[src/design/sr_defs.svh]
`ifndef SR_DEFS_SVH
`define SR_DEFS_SVH

// Bus widths
`define SR_ADDR_W 32
`define SR_DATA_W 64

// Pipeline depth on both the request and the response side
`define SR_PIPE_STAGES 2

// Slot layout
`define SR_NUM_SLOTS 2
`define SR_REGS_PER_SLOT 4
`define SR_REG_LSB 3
`define SR_SLOT_BIT 5

// Packed bundles as {valid, write, addr, data} and {valid, data}
`define SR_REQ_W (1 + 1 + `SR_ADDR_W + `SR_DATA_W)
`define SR_RESP_W (1 + `SR_DATA_W)

// Request pipe + slot + combiner + response pipe
`define SR_READ_LATENCY 7

`endif
[src/design/sr_pkg.sv]
`include "sr_defs.svh"

package sr_pkg;

	// --------------------------------------------------
	// Vector types
	// --------------------------------------------------

	// Request address as seen by the host
	typedef logic [`SR_ADDR_W-1:0] sr_addr_t;

	// One scratch register word
	typedef logic [`SR_DATA_W-1:0] sr_data_t;

	// Register index inside one slot, address bits 4..3
	typedef logic [$clog2(`SR_REGS_PER_SLOT)-1:0] sr_reg_idx_t;

	// Slot number, taken from address bit 5
	typedef logic [$clog2(`SR_NUM_SLOTS)-1:0] sr_slot_id_t;

endpackage

[src/design/sr_fabric_top.sv]
`timescale 1ns/1ps

`include "sr_defs.svh"

module sr_fabric_top (
	input  logic             global_clk,
	input  logic             global_rst_n,
	input  logic             req_valid,
	input  logic             req_is_write,
	input  sr_pkg::sr_addr_t req_addr,
	input  sr_pkg::sr_data_t req_data,
	output logic             resp_valid,
	output sr_pkg::sr_data_t resp_data
);

	// --------------------------------------------------
	// Request path
	// --------------------------------------------------

	logic [`SR_REQ_W-1:0] host_req_bundle;
	logic [`SR_REQ_W-1:0] slot_req_bundle;

	logic                 slot_req_valid;
	logic                 slot_req_is_write;
	sr_pkg::sr_addr_t     slot_req_addr;
	sr_pkg::sr_data_t     slot_req_data;

	assign host_req_bundle = {req_valid, req_is_write, req_addr, req_data};

	sr_pipe #(
		.WIDTH(`SR_REQ_W),
		.STAGES(`SR_PIPE_STAGES)
	) sr_pipe_req_inst (
		.global_clk(global_clk),
		.global_rst_n(global_rst_n),
		.in_bus(host_req_bundle),
		.out_bus(slot_req_bundle)
	);

	// Both slots see the same request, each one decodes for itself
	assign {slot_req_valid, slot_req_is_write, slot_req_addr, slot_req_data} = slot_req_bundle;

	// --------------------------------------------------
	// Slots
	// --------------------------------------------------

	logic             slot_resp_valid_0;
	logic             slot_resp_valid_1;
	sr_pkg::sr_data_t slot_resp_data_0;
	sr_pkg::sr_data_t slot_resp_data_1;

	sr_slot_regs #(
		.slot_id(1'b0)
	) sr_slot_regs_0_inst (
		.global_clk(global_clk),
		.global_rst_n(global_rst_n),
		.req_valid(slot_req_valid),
		.req_is_write(slot_req_is_write),
		.req_addr(slot_req_addr),
		.req_data(slot_req_data),
		.resp_valid(slot_resp_valid_0),
		.resp_data(slot_resp_data_0)
	);

	sr_slot_regs #(
		.slot_id(1'b1)
	) sr_slot_regs_1_inst (
		.global_clk(global_clk),
		.global_rst_n(global_rst_n),
		.req_valid(slot_req_valid),
		.req_is_write(slot_req_is_write),
		.req_addr(slot_req_addr),
		.req_data(slot_req_data),
		.resp_valid(slot_resp_valid_1),
		.resp_data(slot_resp_data_1)
	);

	// --------------------------------------------------
	// Response path
	// --------------------------------------------------

	logic                  merged_resp_valid;
	sr_pkg::sr_data_t      merged_resp_data;
	logic [`SR_RESP_W-1:0] merged_resp_bundle;
	logic [`SR_RESP_W-1:0] host_resp_bundle;

	sr_resp_combiner sr_resp_combiner_inst (
		.global_clk(global_clk),
		.global_rst_n(global_rst_n),
		.resp_valid_0(slot_resp_valid_0),
		.resp_data_0(slot_resp_data_0),
		.resp_valid_1(slot_resp_valid_1),
		.resp_data_1(slot_resp_data_1),
		.resp_valid(merged_resp_valid),
		.resp_data(merged_resp_data)
	);

	assign merged_resp_bundle = {merged_resp_valid, merged_resp_data};

	sr_pipe #(
		.WIDTH(`SR_RESP_W),
		.STAGES(`SR_PIPE_STAGES)
	) sr_pipe_resp_inst (
		.global_clk(global_clk),
		.global_rst_n(global_rst_n),
		.in_bus(merged_resp_bundle),
		.out_bus(host_resp_bundle)
	);

	// Back to the host as a strobe plus data
	assign {resp_valid, resp_data} = host_resp_bundle;

endmodule

[src/design/sr_resp_combiner.sv]
`timescale 1ns/1ps

module sr_resp_combiner (
	input  logic             global_clk,
	input  logic             global_rst_n,
	input  logic             resp_valid_0,
	input  sr_pkg::sr_data_t resp_data_0,
	input  logic             resp_valid_1,
	input  sr_pkg::sr_data_t resp_data_1,
	output logic             resp_valid,
	output sr_pkg::sr_data_t resp_data
);

	// --------------------------------------------------
	// Level 1, one register per slot
	// --------------------------------------------------

	logic             valid_0_q;
	logic             valid_1_q;
	sr_pkg::sr_data_t data_0_q;
	sr_pkg::sr_data_t data_1_q;

	always_ff @(posedge global_clk) begin
		if (global_rst_n) begin
			valid_0_q <= 1'b0;
			valid_1_q <= 1'b0;
			data_0_q  <= '0;
			data_1_q  <= '0;
		end else begin
			valid_0_q <= resp_valid_0;
			valid_1_q <= resp_valid_1;
			data_0_q  <= resp_data_0;
			data_1_q  <= resp_data_1;
		end
	end

	// --------------------------------------------------
	// Level 2, OR merge
	// --------------------------------------------------

	// Slots decode disjoint ranges and idle data is zero,
	// so a plain OR picks the one live response
	always_ff @(posedge global_clk) begin
		if (global_rst_n) begin
			resp_valid <= 1'b0;
			resp_data  <= '0;
		end else begin
			resp_valid <= valid_0_q | valid_1_q;
			resp_data  <= data_0_q | data_1_q;
		end
	end

endmodule

[src/design/sr_slot_regs.sv]
`timescale 1ns/1ps

`include "sr_defs.svh"

module sr_slot_regs #(
	parameter sr_pkg::sr_slot_id_t slot_id = '0
) (
	input  logic                global_clk,
	input  logic                global_rst_n,
	input  logic                req_valid,
	input  logic                req_is_write,
	input  sr_pkg::sr_addr_t    req_addr,
	input  sr_pkg::sr_data_t    req_data,
	output logic                resp_valid,
	output sr_pkg::sr_data_t    resp_data
);

	// --------------------------------------------------
	// Address decode
	// --------------------------------------------------

	logic                addr_mapped;
	logic                slot_hit;
	logic                wr_hit;
	logic                rd_hit;
	sr_pkg::sr_reg_idx_t reg_idx;

	// Scratch bank
	sr_pkg::sr_data_t    regs_q [`SR_REGS_PER_SLOT];

	// Upper bits and byte offset must both be zero
	assign addr_mapped = (req_addr[`SR_ADDR_W-1:`SR_SLOT_BIT+1] == '0) &&
		(req_addr[`SR_REG_LSB-1:0] == '0);

	assign slot_hit = req_valid && addr_mapped && (req_addr[`SR_SLOT_BIT] == slot_id);

	assign wr_hit = slot_hit && req_is_write;
	assign rd_hit = slot_hit && !req_is_write;

	// 8-byte words, so the index starts at bit 3
	assign reg_idx = req_addr[`SR_REG_LSB +: $bits(sr_pkg::sr_reg_idx_t)];

	// --------------------------------------------------
	// Register bank
	// --------------------------------------------------

	always_ff @(posedge global_clk) begin
		if (global_rst_n) begin
			for (int i = 0; i < `SR_REGS_PER_SLOT; i++) begin
				regs_q[i] <= '0;
			end
		end else if (wr_hit) begin
			// New value visible to a read one cycle later
			regs_q[reg_idx] <= req_data;
		end
	end

	// --------------------------------------------------
	// Read response
	// --------------------------------------------------

	// Data held at zero when idle so the combiner can OR slots together
	always_ff @(posedge global_clk) begin
		if (global_rst_n) begin
			resp_valid <= 1'b0;
			resp_data  <= '0;
		end else begin
			resp_valid <= rd_hit;
			if (rd_hit) begin
				resp_data <= regs_q[reg_idx];
			end else begin
				resp_data <= '0;
			end
		end
	end

endmodule

[src/design/sr_pipe.sv]
`timescale 1ns/1ps

module sr_pipe #(
	parameter int WIDTH = 8,
	parameter int STAGES = 2
) (
	input  logic             global_clk,
	input  logic             global_rst_n,
	input  logic [WIDTH-1:0] in_bus,
	output logic [WIDTH-1:0] out_bus
);

	// --------------------------------------------------
	// Delay line
	// --------------------------------------------------

	// Stage 0 takes the input, last stage drives the output
	logic [WIDTH-1:0] stage_q [STAGES];

	always_ff @(posedge global_clk) begin
		if (global_rst_n) begin
			// Clear every stage so no stale strobe leaks out
			for (int i = 0; i < STAGES; i++) begin
				stage_q[i] <= '0;
			end
		end else begin
			stage_q[0] <= in_bus;
			for (int i = 1; i < STAGES; i++) begin
				stage_q[i] <= stage_q[i-1];
			end
		end
	end

	// STAGES cycles from in_bus to out_bus
	assign out_bus = stage_q[STAGES-1];

endmodule

[config.mk]
export PLATFORM = sky130hd
export DESIGN_NAME = sr_fabric_top
export DESIGN_NICKNAME = d
export VERILOG_FILES = /design/src/design/sr_pkg.sv /design/src/design/sr_fabric_top.sv /design/src/design/sr_resp_combiner.sv /design/src/design/sr_slot_regs.sv /design/src/design/sr_pipe.sv
export VERILOG_INCLUDE_DIRS = /design/src /design/src/design
export SDC_FILE = /design/constraint.sdc
export NUM_CORES = 1
export LEC_CHECK = 0
export BUFFER_PORTS_ARGS = -buffer_cell sky130_fd_sc_hd__buf_2
export CORE_UTILIZATION = 60
export DETAILED_ROUTE_END_ITERATION = 10
export GPL_TIMING_DRIVEN = 0
export PLACE_DENSITY_LB_ADDON = 0.2
export SETUP_SLACK_MARGIN = 0.3
export SYNTH_ARGS = -nofsm -noshare
export SYNTH_HDL_FRONTEND = slang
export SYNTH_SLANG_ARGS = --single-unit
[constraint.sdc]
create_clock -name global_clk -period 7.77 [get_ports global_clk]
set_input_delay 0.777 -clock global_clk [delete_from_list [all_inputs] [get_ports global_clk]]
set_output_delay 0.777 -clock global_clk [all_outputs]
set_load 0.05 [all_outputs]
After elaboration in Yosys (flattened, before gate mapping)

Memories as Yosys holds them, arrays and structs flattened. A register that Yosys moved wholly into a read port is not among the register bits.
Cells that the tools add are included.

Reduce and logical (&&, ||, !) cells: 15
Multiplexer cells: 19
Bitwise logic cells: 9

Operator list:

| kind              | number |
|---|---|
| $mux 98           | 2 |
| $mux 65           | 2 |
| $mux 64           | 2 |
| $reduce_or 64->1  | 2 |
| $or 64x64->64     | 1 |
| $logic_not 26->1  | 1 |
| $mux 1            | 11 |
| $logic_and 1x1->1 | 8 |
| $or 1x1->1        | 5 |
| $mux 2            | 2 |
| $reduce_or 2->1   | 2 |
| $logic_not 3->1   | 1 |
| $not 1->1         | 3 |
| $logic_not 1->1   | 1 |

Bits in registers: 197
Memories kept: 4
Logic and storage cells: 55
Bits in writable memories: 838
Output and inout bits: 65
Input bits: 100

Memory list:

| name                       | words | bits a word | read ports | clocked after Yosys merged registers in | wr ports | RTL line           | source |
|---|---|---|---|---|---|---|---|
| sr_slot_regs_0_inst.regs_q | 4     | 64          | 1          | 1                                       | 4        | sr_slot_regs.sv:29 | `` sr_pkg::sr_data_t regs_q [`SR_REGS_PER_SLOT]; `` |
| sr_slot_regs_1_inst.regs_q | 4     | 64          | 1          | 1                                       | 4        | sr_slot_regs.sv:29 |  |
| sr_pipe_req_inst.stage_q   | 2     | 98          | 2          | 0                                       | 2        | sr_pipe.sv:18      | `logic [WIDTH-1:0] stage_q [STAGES];` |
| sr_pipe_resp_inst.stage_q  | 2     | 65          | 2          | 0                                       | 2        | sr_pipe.sv:18      |  |

Depth between registers and ports, before layout

Gate-level depths: netlist of run 1.

Depth in word-level cells: 10
Depth in mapped cells: 7

By module

From an unflattened synthesis of run 1, not the netlist that was laid out.

Cells, all modules: 3,519
Area total of the unflattened synthesis: 47,817.1 µm²

By module, submodules not included:

| module                             | cells an instance | area each (µm²) | seq. area each (µm²) | instances |
|---|---|---|---|---|
| sr_slot_regs (sr_slot_regs_1_inst) | 1,129             | 16,194.3        | 8,988.6              | 1 |
| sr_slot_regs (sr_slot_regs_0_inst) | 1,129             | 16,154.2        | 8,988.6              | 1 |
| sr_pipe (sr_pipe_req_inst)         | 511               | 6,015.8         | 3,923.8              | 1 |
| sr_resp_combiner                   | 411               | 5,476.5         | 3,903.7              | 1 |
| sr_pipe (sr_pipe_resp_inst)        | 339               | 3,976.3         | 2,602.5              | 1 |

Worst setup path after synthesis of run 1

No wires, ideal clock.

Path kind: register to register
Start: mem sr_pipe_req_inst.stage_q[0][179] in the netlist's numbering
End: mem sr_slot_regs_0_inst.regs_q[3][0] in the netlist's numbering, enable pin
Buffers on the path: 1
Arrival time: 4.429 ns
Slack: 2.841 ns
Cell stages (with the launch flop): 6
Cell sequence: dfxtp_1 -> or4_1 -> and4bb_2 -> nand2_1 -> clkbuf_1 -> o21bai_1

RTL lines:

| element     | RTL line |
|---|---|
| from (decl) | sr_pipe.sv:18 |
| to (decl)   | sr_slot_regs.sv:29 |

==> qor.yml, run 1 <==
run_status:
  status: "finished clean"
setup_path:
  worstRegToRegCells: 7
  critPathRequiredTime_ns: 8.12
  path_max_fanout: 25
  critPathKind: "reg2reg"
  cp_top_family: "simple AND/OR/NAND/NOR gates"
  crit_chain: "nor4_1, and4b_1, nand3_1, clkbuf_1, o21bai_4, buf_12, buf_12"
  arrival_ns: 4.15
  cp-end-kind: "flop"
  cpMostUsedCell: "buf_12"
  critPathBufInv: 3
  start_kind: "flop"
  slowest_stage: "nor4_1"
  worstSetupPathDepth: 7
  slowest_delay_ns: 0.81
logic_synthesis:
  synthesis.area_sq_um: 39900
  yosysSeqAreaShare_pct: 71.1
  syn_inst: 2991
  synthesis.nets: 3091
  synth-seq-cells: 1163
  yosys_warnings: 0
  avgSynthCellArea_sq_um: 13.4
  synth.distinct_cells: 25
power:
  leakagePower_nw: 16.8
  powerDensity_nw_per_um2: 267
  ir_worst_vdd_mv: 0.214
  power_w: 0.0123
die:
  die_y_microns: 260
  core-area_sq_um: 65900
  die_x_microns: 260
  start_util_pct: 60.6
  die_area_sq_um: 67600
  ios: 165
  rows: 94
timing:
  worstMarginPinSlew_ns: 1.33
  finalHoldViolCount: 0
  finalCritPeriodShare_pct: 48.9
  slew_headroom_pct: 11.4
  setup_viol_count_final: 0
  rsz0062_at_grt: "no"
  clock_skew_ns: 0.0291
  maxSlewViolCount: 0
  fin_setup_tns_ns: 0
  clock.fmax_mhz: 263
  min_period_ns: 3.80
  worst_slack_ns: 3.97
detailed_routing:
  drc_errors: 0
  ant_nets: 0
  drt_first_pass_iters: 5
  first_iter_violations: 1741
  wl_microns: 84200
  vias: 22520
  routedWlPerCell_microns: 19.9
  detail_route.vias_per_cell: 5.31
clock_network:
  path_clk_slew_ns: 0.06
  tritoncts: "done"
  postCtsResizedCells: 0
  h-tree-depth: 3
  post_cts_buffers: 0
  cts_made_buffers: 109
  clk_latency_ns: 0.67
  cts_hold_buf: 0
  clock-root-buffer: "clkbuf_16"
  cts_buffer_depth: 3
  cts.sinks: 1163
cells_and_area:
  final_nets: 3381
  stdcell_count: 4241
  multi_input_area_sq_um: 10300
  register_area_sq_um: 28400
  layout-drive-gt1-share_pct: 19.5
  area_growth_pct: 15.1
  fill_cells: 4450
  antennaDiodeCount: 0
placement:
  dp_slack_ns: 3.44
  portBuffers: 163
  placedCellCount: 4034
  dp_hpwl_microns: 55200
  gp_congestion: 0.788
hold_path:
  holdPathStages: 2
  min_path_type: "in2reg"
global_route:
  antenna_found_initial: 1
  grt_usage_pct: 25.3
  grt_pass1_wl_microns: 127000
  first_global_vias: 22887
  grt_overflow_total: 0
  grt_max_degree: 28
flow_run:
  maxCapViolations: 0
through the flow:
step	hold WS, ns	util, %	area, sq um
CTS	0.286	69.8	46000
finish	0.314	69.8	46000
global route	0.302	69.8	46000
detailed placement	0.420	64.1	42200
global placement	0.415	63.5	41800
floorplan	0.411	-	39900
area by class of cell:
class | instances | area share [%]
flip-flops and latches | 1163 | 61.8
multi-input cells | 1581 | 22.3
clock buffers | 158 | 7.22
plain buffers | 245 | 2.91
repair buffers | 179 | 2.47
well taps | 864 | 2.35
clock inverters | 49 | 0.906
inverters | 2 | 0.0163
layer usage:
| metal | up-vias | part of all wire, % | global-route usage [%] |
|---|---|---|---|
| li1 | 10415 | - | - |
| met1 | 11059 | 39 | 31.9 |
| met2 | 864 | 51 | 44.0 |
| met3 | 182 | 6.8 | 3.39 |
| met4 | 0 | 3.7 | 10.8 |
| met5 | - | 0 | 0 |
layout by cell type, fill, tap and decap left out, types with 2 or more instances in the layout:
cell,count
nand4_1,2
dfxtp_1,651
clkbuf_8,17
buf_12,16
buf_1,4
nor2b_1,599
clkbuf_16,120
inv_1,2
bufinv_16,5
clkbuf_1,153
o21bai_4,8
nor2_1,645
clkinv_1,4
nand2_1,130
or4_1,2
clkinv_2,25
clkbuf_2,2
nor4_1,5
clkinvlp_4,2
inv_4,4
and4b_1,2
edfxtp_1,512
buf_6,20
mux4_2,128
nand3_1,4
clkinv_4,3
buf_2,185
nor2b_2,50
inv_6,5
buf_4,64
cell usage after synthesis (all sizes together):
cell type / number / share of area (%)
and4b: 2 / 0.050
nor4: 5 / 0.078
and4bb: 1 / 0.031
inv: 2 / 0.019
nor2b: 649 / 10
edfxtp: 512 / 38
nand2: 130 / 1.2
clkbuf: 135 / 1.3
dfxtp: 651 / 33
nand2b: 1 / 0.016
and4: 1 / 0.022
nor4b: 1 / 0.022
o21bai: 8 / 0.15
or4: 2 / 0.038
nand4: 2 / 0.031
nor2: 645 / 6.1
mux4: 128 / 7.2
and2: 1 / 0.016
nand4b: 1 / 0.022
buf: 110 / 2.1
nand3: 4 / 0.050
sequential cells by signal, indices dropped and copies added (netlist names):
signal and cells:
sr_resp_combiner_inst.data_1_q 64, sr_resp_combiner_inst.data_0_q 64, sr_slot_regs_1_inst.resp_valid 1, sr_pipe_resp_inst.stage_q 130
sr_slot_regs_0_inst.regs_q 256, sr_resp_combiner_inst.valid_1_q 1, sr_slot_regs_1_inst.regs_q 256, sr_pipe_req_inst.stage_q 196
sr_resp_combiner_inst.resp_valid 1, sr_resp_combiner_inst.valid_0_q 1, sr_slot_regs_1_inst.resp_data 64, sr_resp_combiner_inst.resp_data 64
sr_slot_regs_0_inst.resp_data 64, sr_slot_regs_0_inst.resp_valid 1
worst paths after layout:
check                           slack [ns]                                         from                                         endpoint
worst min register to register        0.42   sr_pipe_req_inst.stage_q[0][49]$_SDFF_PP0_      sr_pipe_req_inst.stage_q[0][147]$_SDFF_PP0_
worst max-delay path                  3.97  sr_pipe_req_inst.stage_q[0][171]$_SDFF_PP0_  sr_slot_regs_1_inst.regs_q[1][30]$_SDFFCE_PN0P_
worst max register to register        3.97  sr_pipe_req_inst.stage_q[0][171]$_SDFF_PP0_  sr_slot_regs_1_inst.regs_q[1][30]$_SDFFCE_PN0P_
worst min-delay path                  0.31                                 req_data[56]       sr_pipe_req_inst.stage_q[0][56]$_SDFF_PP0_
power by group:
part	leakage, nW	total, W	internal, W	switching [W]
Sequential	10.8	0.00651	0.00648	0.0000308
Combinational	4.13	0.000376	0.000150	0.000226
Clock	1.87	0.00539	0.00315	0.00225
Total	16.8	0.0123	0.00978	0.00250
kinds of logic (layout without fill, tap and decap cells):
family	count (synthesis)	after routing	synth area share, %
simple gates	1445	1445	18.1
flops	1163	1163	71.1
buf+inv	247	633	3.37
mux	128	128	7.22
compound gates	8	8	0.150
Note: power is estimated with default switching activity, not from simulation.
==> run 2: changes to the inputs <==
--- a/config.mk
+++ b/config.mk
@@ -7,7 +7,7 @@
 export NUM_CORES = 1
 export LEC_CHECK = 0
 export BUFFER_PORTS_ARGS = -buffer_cell sky130_fd_sc_hd__buf_2
-export CORE_UTILIZATION = 60
+export CORE_UTILIZATION = 55
 export DETAILED_ROUTE_END_ITERATION = 10
 export GPL_TIMING_DRIVEN = 0
 export PLACE_DENSITY_LB_ADDON = 0.2
==> constraint.sdc (replaced) <==
create_clock -name global_clk -period 3.3 [get_ports global_clk]
set_input_delay 0.33 -clock global_clk [delete_from_list [all_inputs] [get_ports global_clk]]
set_output_delay 0.33 -clock global_clk [all_outputs]
set_load 0.05 [all_outputs]
==> run 2 against run 1 <==
Net effect:
- clock skew fell by 0.0056 ns
- sequential power rose by 140%
- first-iteration DRC count grew 3.2%
- utilization is 3.5 points lower
- hold slack improved by 0.092 ns
- total power up 140%
- register-to-register slack worse by 3.6 ns
- clock power increased by 140%
- via count up 2.4%
- flip-flop and latch count did not move
- highest routed layer unchanged
==> qor.yml, run 2 (synthesis gave the netlist of run 1 again) <==
run_status:
  status: "finished clean"
detailed_routing:
  first_iter_violations: 1796  # +3.2%
  vias: 23063  # +2.4%
  ant_nets: 0  # unchanged
  wl_microns: 88500  # +5.1%
  drc_errors: 0  # unchanged
  detail_route.vias_per_cell: 5.18  # -2.4%
  routedWlPerCell_microns: 19.9  # +0.19%
  drt_first_pass_iters: 6  # +1
setup_path:
  slowest_delay_ns: 0.83  # +0.02 ns
  crit_chain: "clkbuf_1, clkbuf_2, clkbuf_1, o21bai_4, buf_12, buf_12"
  arrival_ns: 3.35  # -0.80 ns
  start_kind: "input pin"
  cp-end-kind: "flop"
  path_max_fanout: 22  # -12%
  critPathRequiredTime_ns: 3.65  # -4.47 ns
  cp_top_family: "buffers and inverters"
  rrSetupSlack_ns: 0.36  # -3.61 ns
  critPathBufInv: 5  # +2
  slowest_stage: "clkbuf_1"
  critPathKind: "in2reg"
timing:
  worstMarginPinSlew_ns: 1.37  # +0.0429 ns
  finalHoldViolCount: 0  # unchanged
  maxSlewViolCount: 0  # unchanged
  clock.fmax_mhz: 334
  clock_skew_ns: 0.0235  # -0.00560 ns
  finalCritPeriodShare_pct: 90.8
  setup_viol_count_final: 0  # unchanged
  worst_slack_ns: 0.303  # -3.67 ns
  min_period_ns: 3.00
  slew_headroom_pct: 8.54  # -2.9 points
  rsz0062_at_grt: "no"
  whs_ns: 0.406  # +0.0922 ns
cells_and_area:
  final_nets: 3504  # +3.6%
  final_util_pct: 66.4  # -3.5 points
  fill_cells: 5044  # +13%
  layout-drive-gt1-share_pct: 20.0  # +0.52 points
  final_cell_mix: "651 x dfxtp_1, 645 x nor2_1, 599 x nor2b_1"
  area_growth_pct: 19.0
  final_common_cell: "dfxtp_1"
  reg.largest.list: "sr_slot_regs_0_inst.regs_q (256), sr_slot_regs_1_inst.regs_q (256), sr_pipe_req_inst.stage_q (196)"
  antennaDiodeCount: 0  # unchanged
die:
  die_area_sq_um: 73700  # +9.0%
  core-area_sq_um: 71600  # +8.7%
  die_x_microns: 271  # +4.4%
  rows: 98  # +4.3%
  start_util_pct: 55.8  # -4.9 points
  die_y_microns: 271  # +4.4%
  ios: 165  # unchanged
global_route:
  grtUsageMet2_pct: 42.4  # -1.6 points
  grt_max_degree: 27  # -3.6%
  grt_pass1_wl_microns: 135000  # +5.9%
  antenna_found_initial: 1  # unchanged
  gr-usage-met1_pct: 30.3  # -1.6 points
  use_met3_pct: 4.46  # +1.1 points
  grt_usage_pct: 24.3  # -1.0 points
  grt_overflow_total: 0  # unchanged
  grt-busiest-layer: "met2"
  first_global_vias: 23977  # +4.8%
placement:
  dp_hpwl_microns: 56000  # +1.3%
  dp_slack_ns: -0.826  # -4.26 ns
  portBuffers: 163  # unchanged
  gp_congestion: 0.772  # -2.0%
clock_network:
  clock-root-buffer: "clkbuf_16"
  tritoncts: "done"
  cts_made_buffers: 110  # +0.92%
  clk_latency_ns: 0.66  # about the same
  h-tree-depth: 3  # unchanged
  cts_buffer_depth: 3  # unchanged
  path_clk_slew_ns: 0.06  # about the same
  cts.sinks: 1163  # unchanged
power:
  leakagePower_nw: 17.4  # +3.8%
  ir_worst_vdd_mv: 0.420  # +96%
  powerDensity_nw_per_um2: 614  # +130%
flow_run:
  maxCapViolations: 0  # unchanged
hold_path:
  min_path_type: "in2reg"
run 2: layout make-up:
cell class                      instances  area [sq um]  share of cell area (%)
Buffer                                245          1350                    2.85
Clock buffer                          151          3370                    7.09
Clock inverter                         57           418                   0.880
Inverter                                2          7.51                  0.0158
Multi-Input combinational cell       1585         10400                    21.8
Sequential cell                      1163         28400                    59.8
Tap cell                              950          1190                    2.50
Timing Repair Buffer                  297          2390                    5.03
run 2: final timing paths:
kind / from / endpoint / cells after the start
worst max register to register: sr_pipe_req_inst.stage_q[0][167]$_SDFF_PP0_ / sr_slot_regs_1_inst.regs_q[3][7]$_DFFE_PP_ / 5
worst min register to register: sr_slot_regs_1_inst.resp_data[36]$_SDFF_PP0_ / sr_resp_combiner_inst.data_1_q[36]$_SDFF_PP0_ / 1
worst max-delay path: global_rst_n / sr_slot_regs_0_inst.regs_q[0][27]$_SDFFCE_PN0P_ / 6
worst min-delay path: req_data[55] / sr_pipe_req_inst.stage_q[0][55]$_SDFF_PP0_ / 3
run 2: what timing repair did:
item                       CTS  global route
hold buffers                98             0
cloned                       4             0
pin swaps                    9             0
setup buffers               16             0
gates resized for setup     16            12
hold endpoints to repair    98             0
setup endpoints to repair  801           253
run 2: power by group:
part           switching (W)  internal, W
registers          0.0000737       0.0153
clock network        0.00532      0.00747
logic               0.000579     0.000467
run 2: worst reg2reg max path, delay by kind of cell (launching register included):
| kind | cells | cell delay (ns) |
|---|---|---|
| flip-flops | 1 | 0.45 |
| AO/OA/AOI/OAI | 1 | 0.40 |
| buffers and inverters | 2 | 1.10 |
| AND/OR/NAND/NOR | 2 | 0.65 |
run 2: metal layers:
layer / vias to the layer above / part of all wire [%]
li1: 10672 / -
met1: 11338 / 39
met2: 883 / 51
met3: 170 / 7.2
met4: 0 / 3.2
met5: - / 0
run 2: metrics by stage:
stage / cells / total power, W / cell area, sq um / TNS [ns]
2_1_floorplan: 2991 / 0.0162 / 40000 / -37.11
3_3_place_gp: 4104 / 0.0165 / 42000 / -863.56
3_5_place_dp: 4124 / 0.0166 / 42500 / -208.91
4_1_cts: 4450 / 0.0293 / 47500 / 0
5_1_grt: 4450 / 0.0300 / 47500 / 0
6_report: 4450 / 0.0292 / 47500 / 0
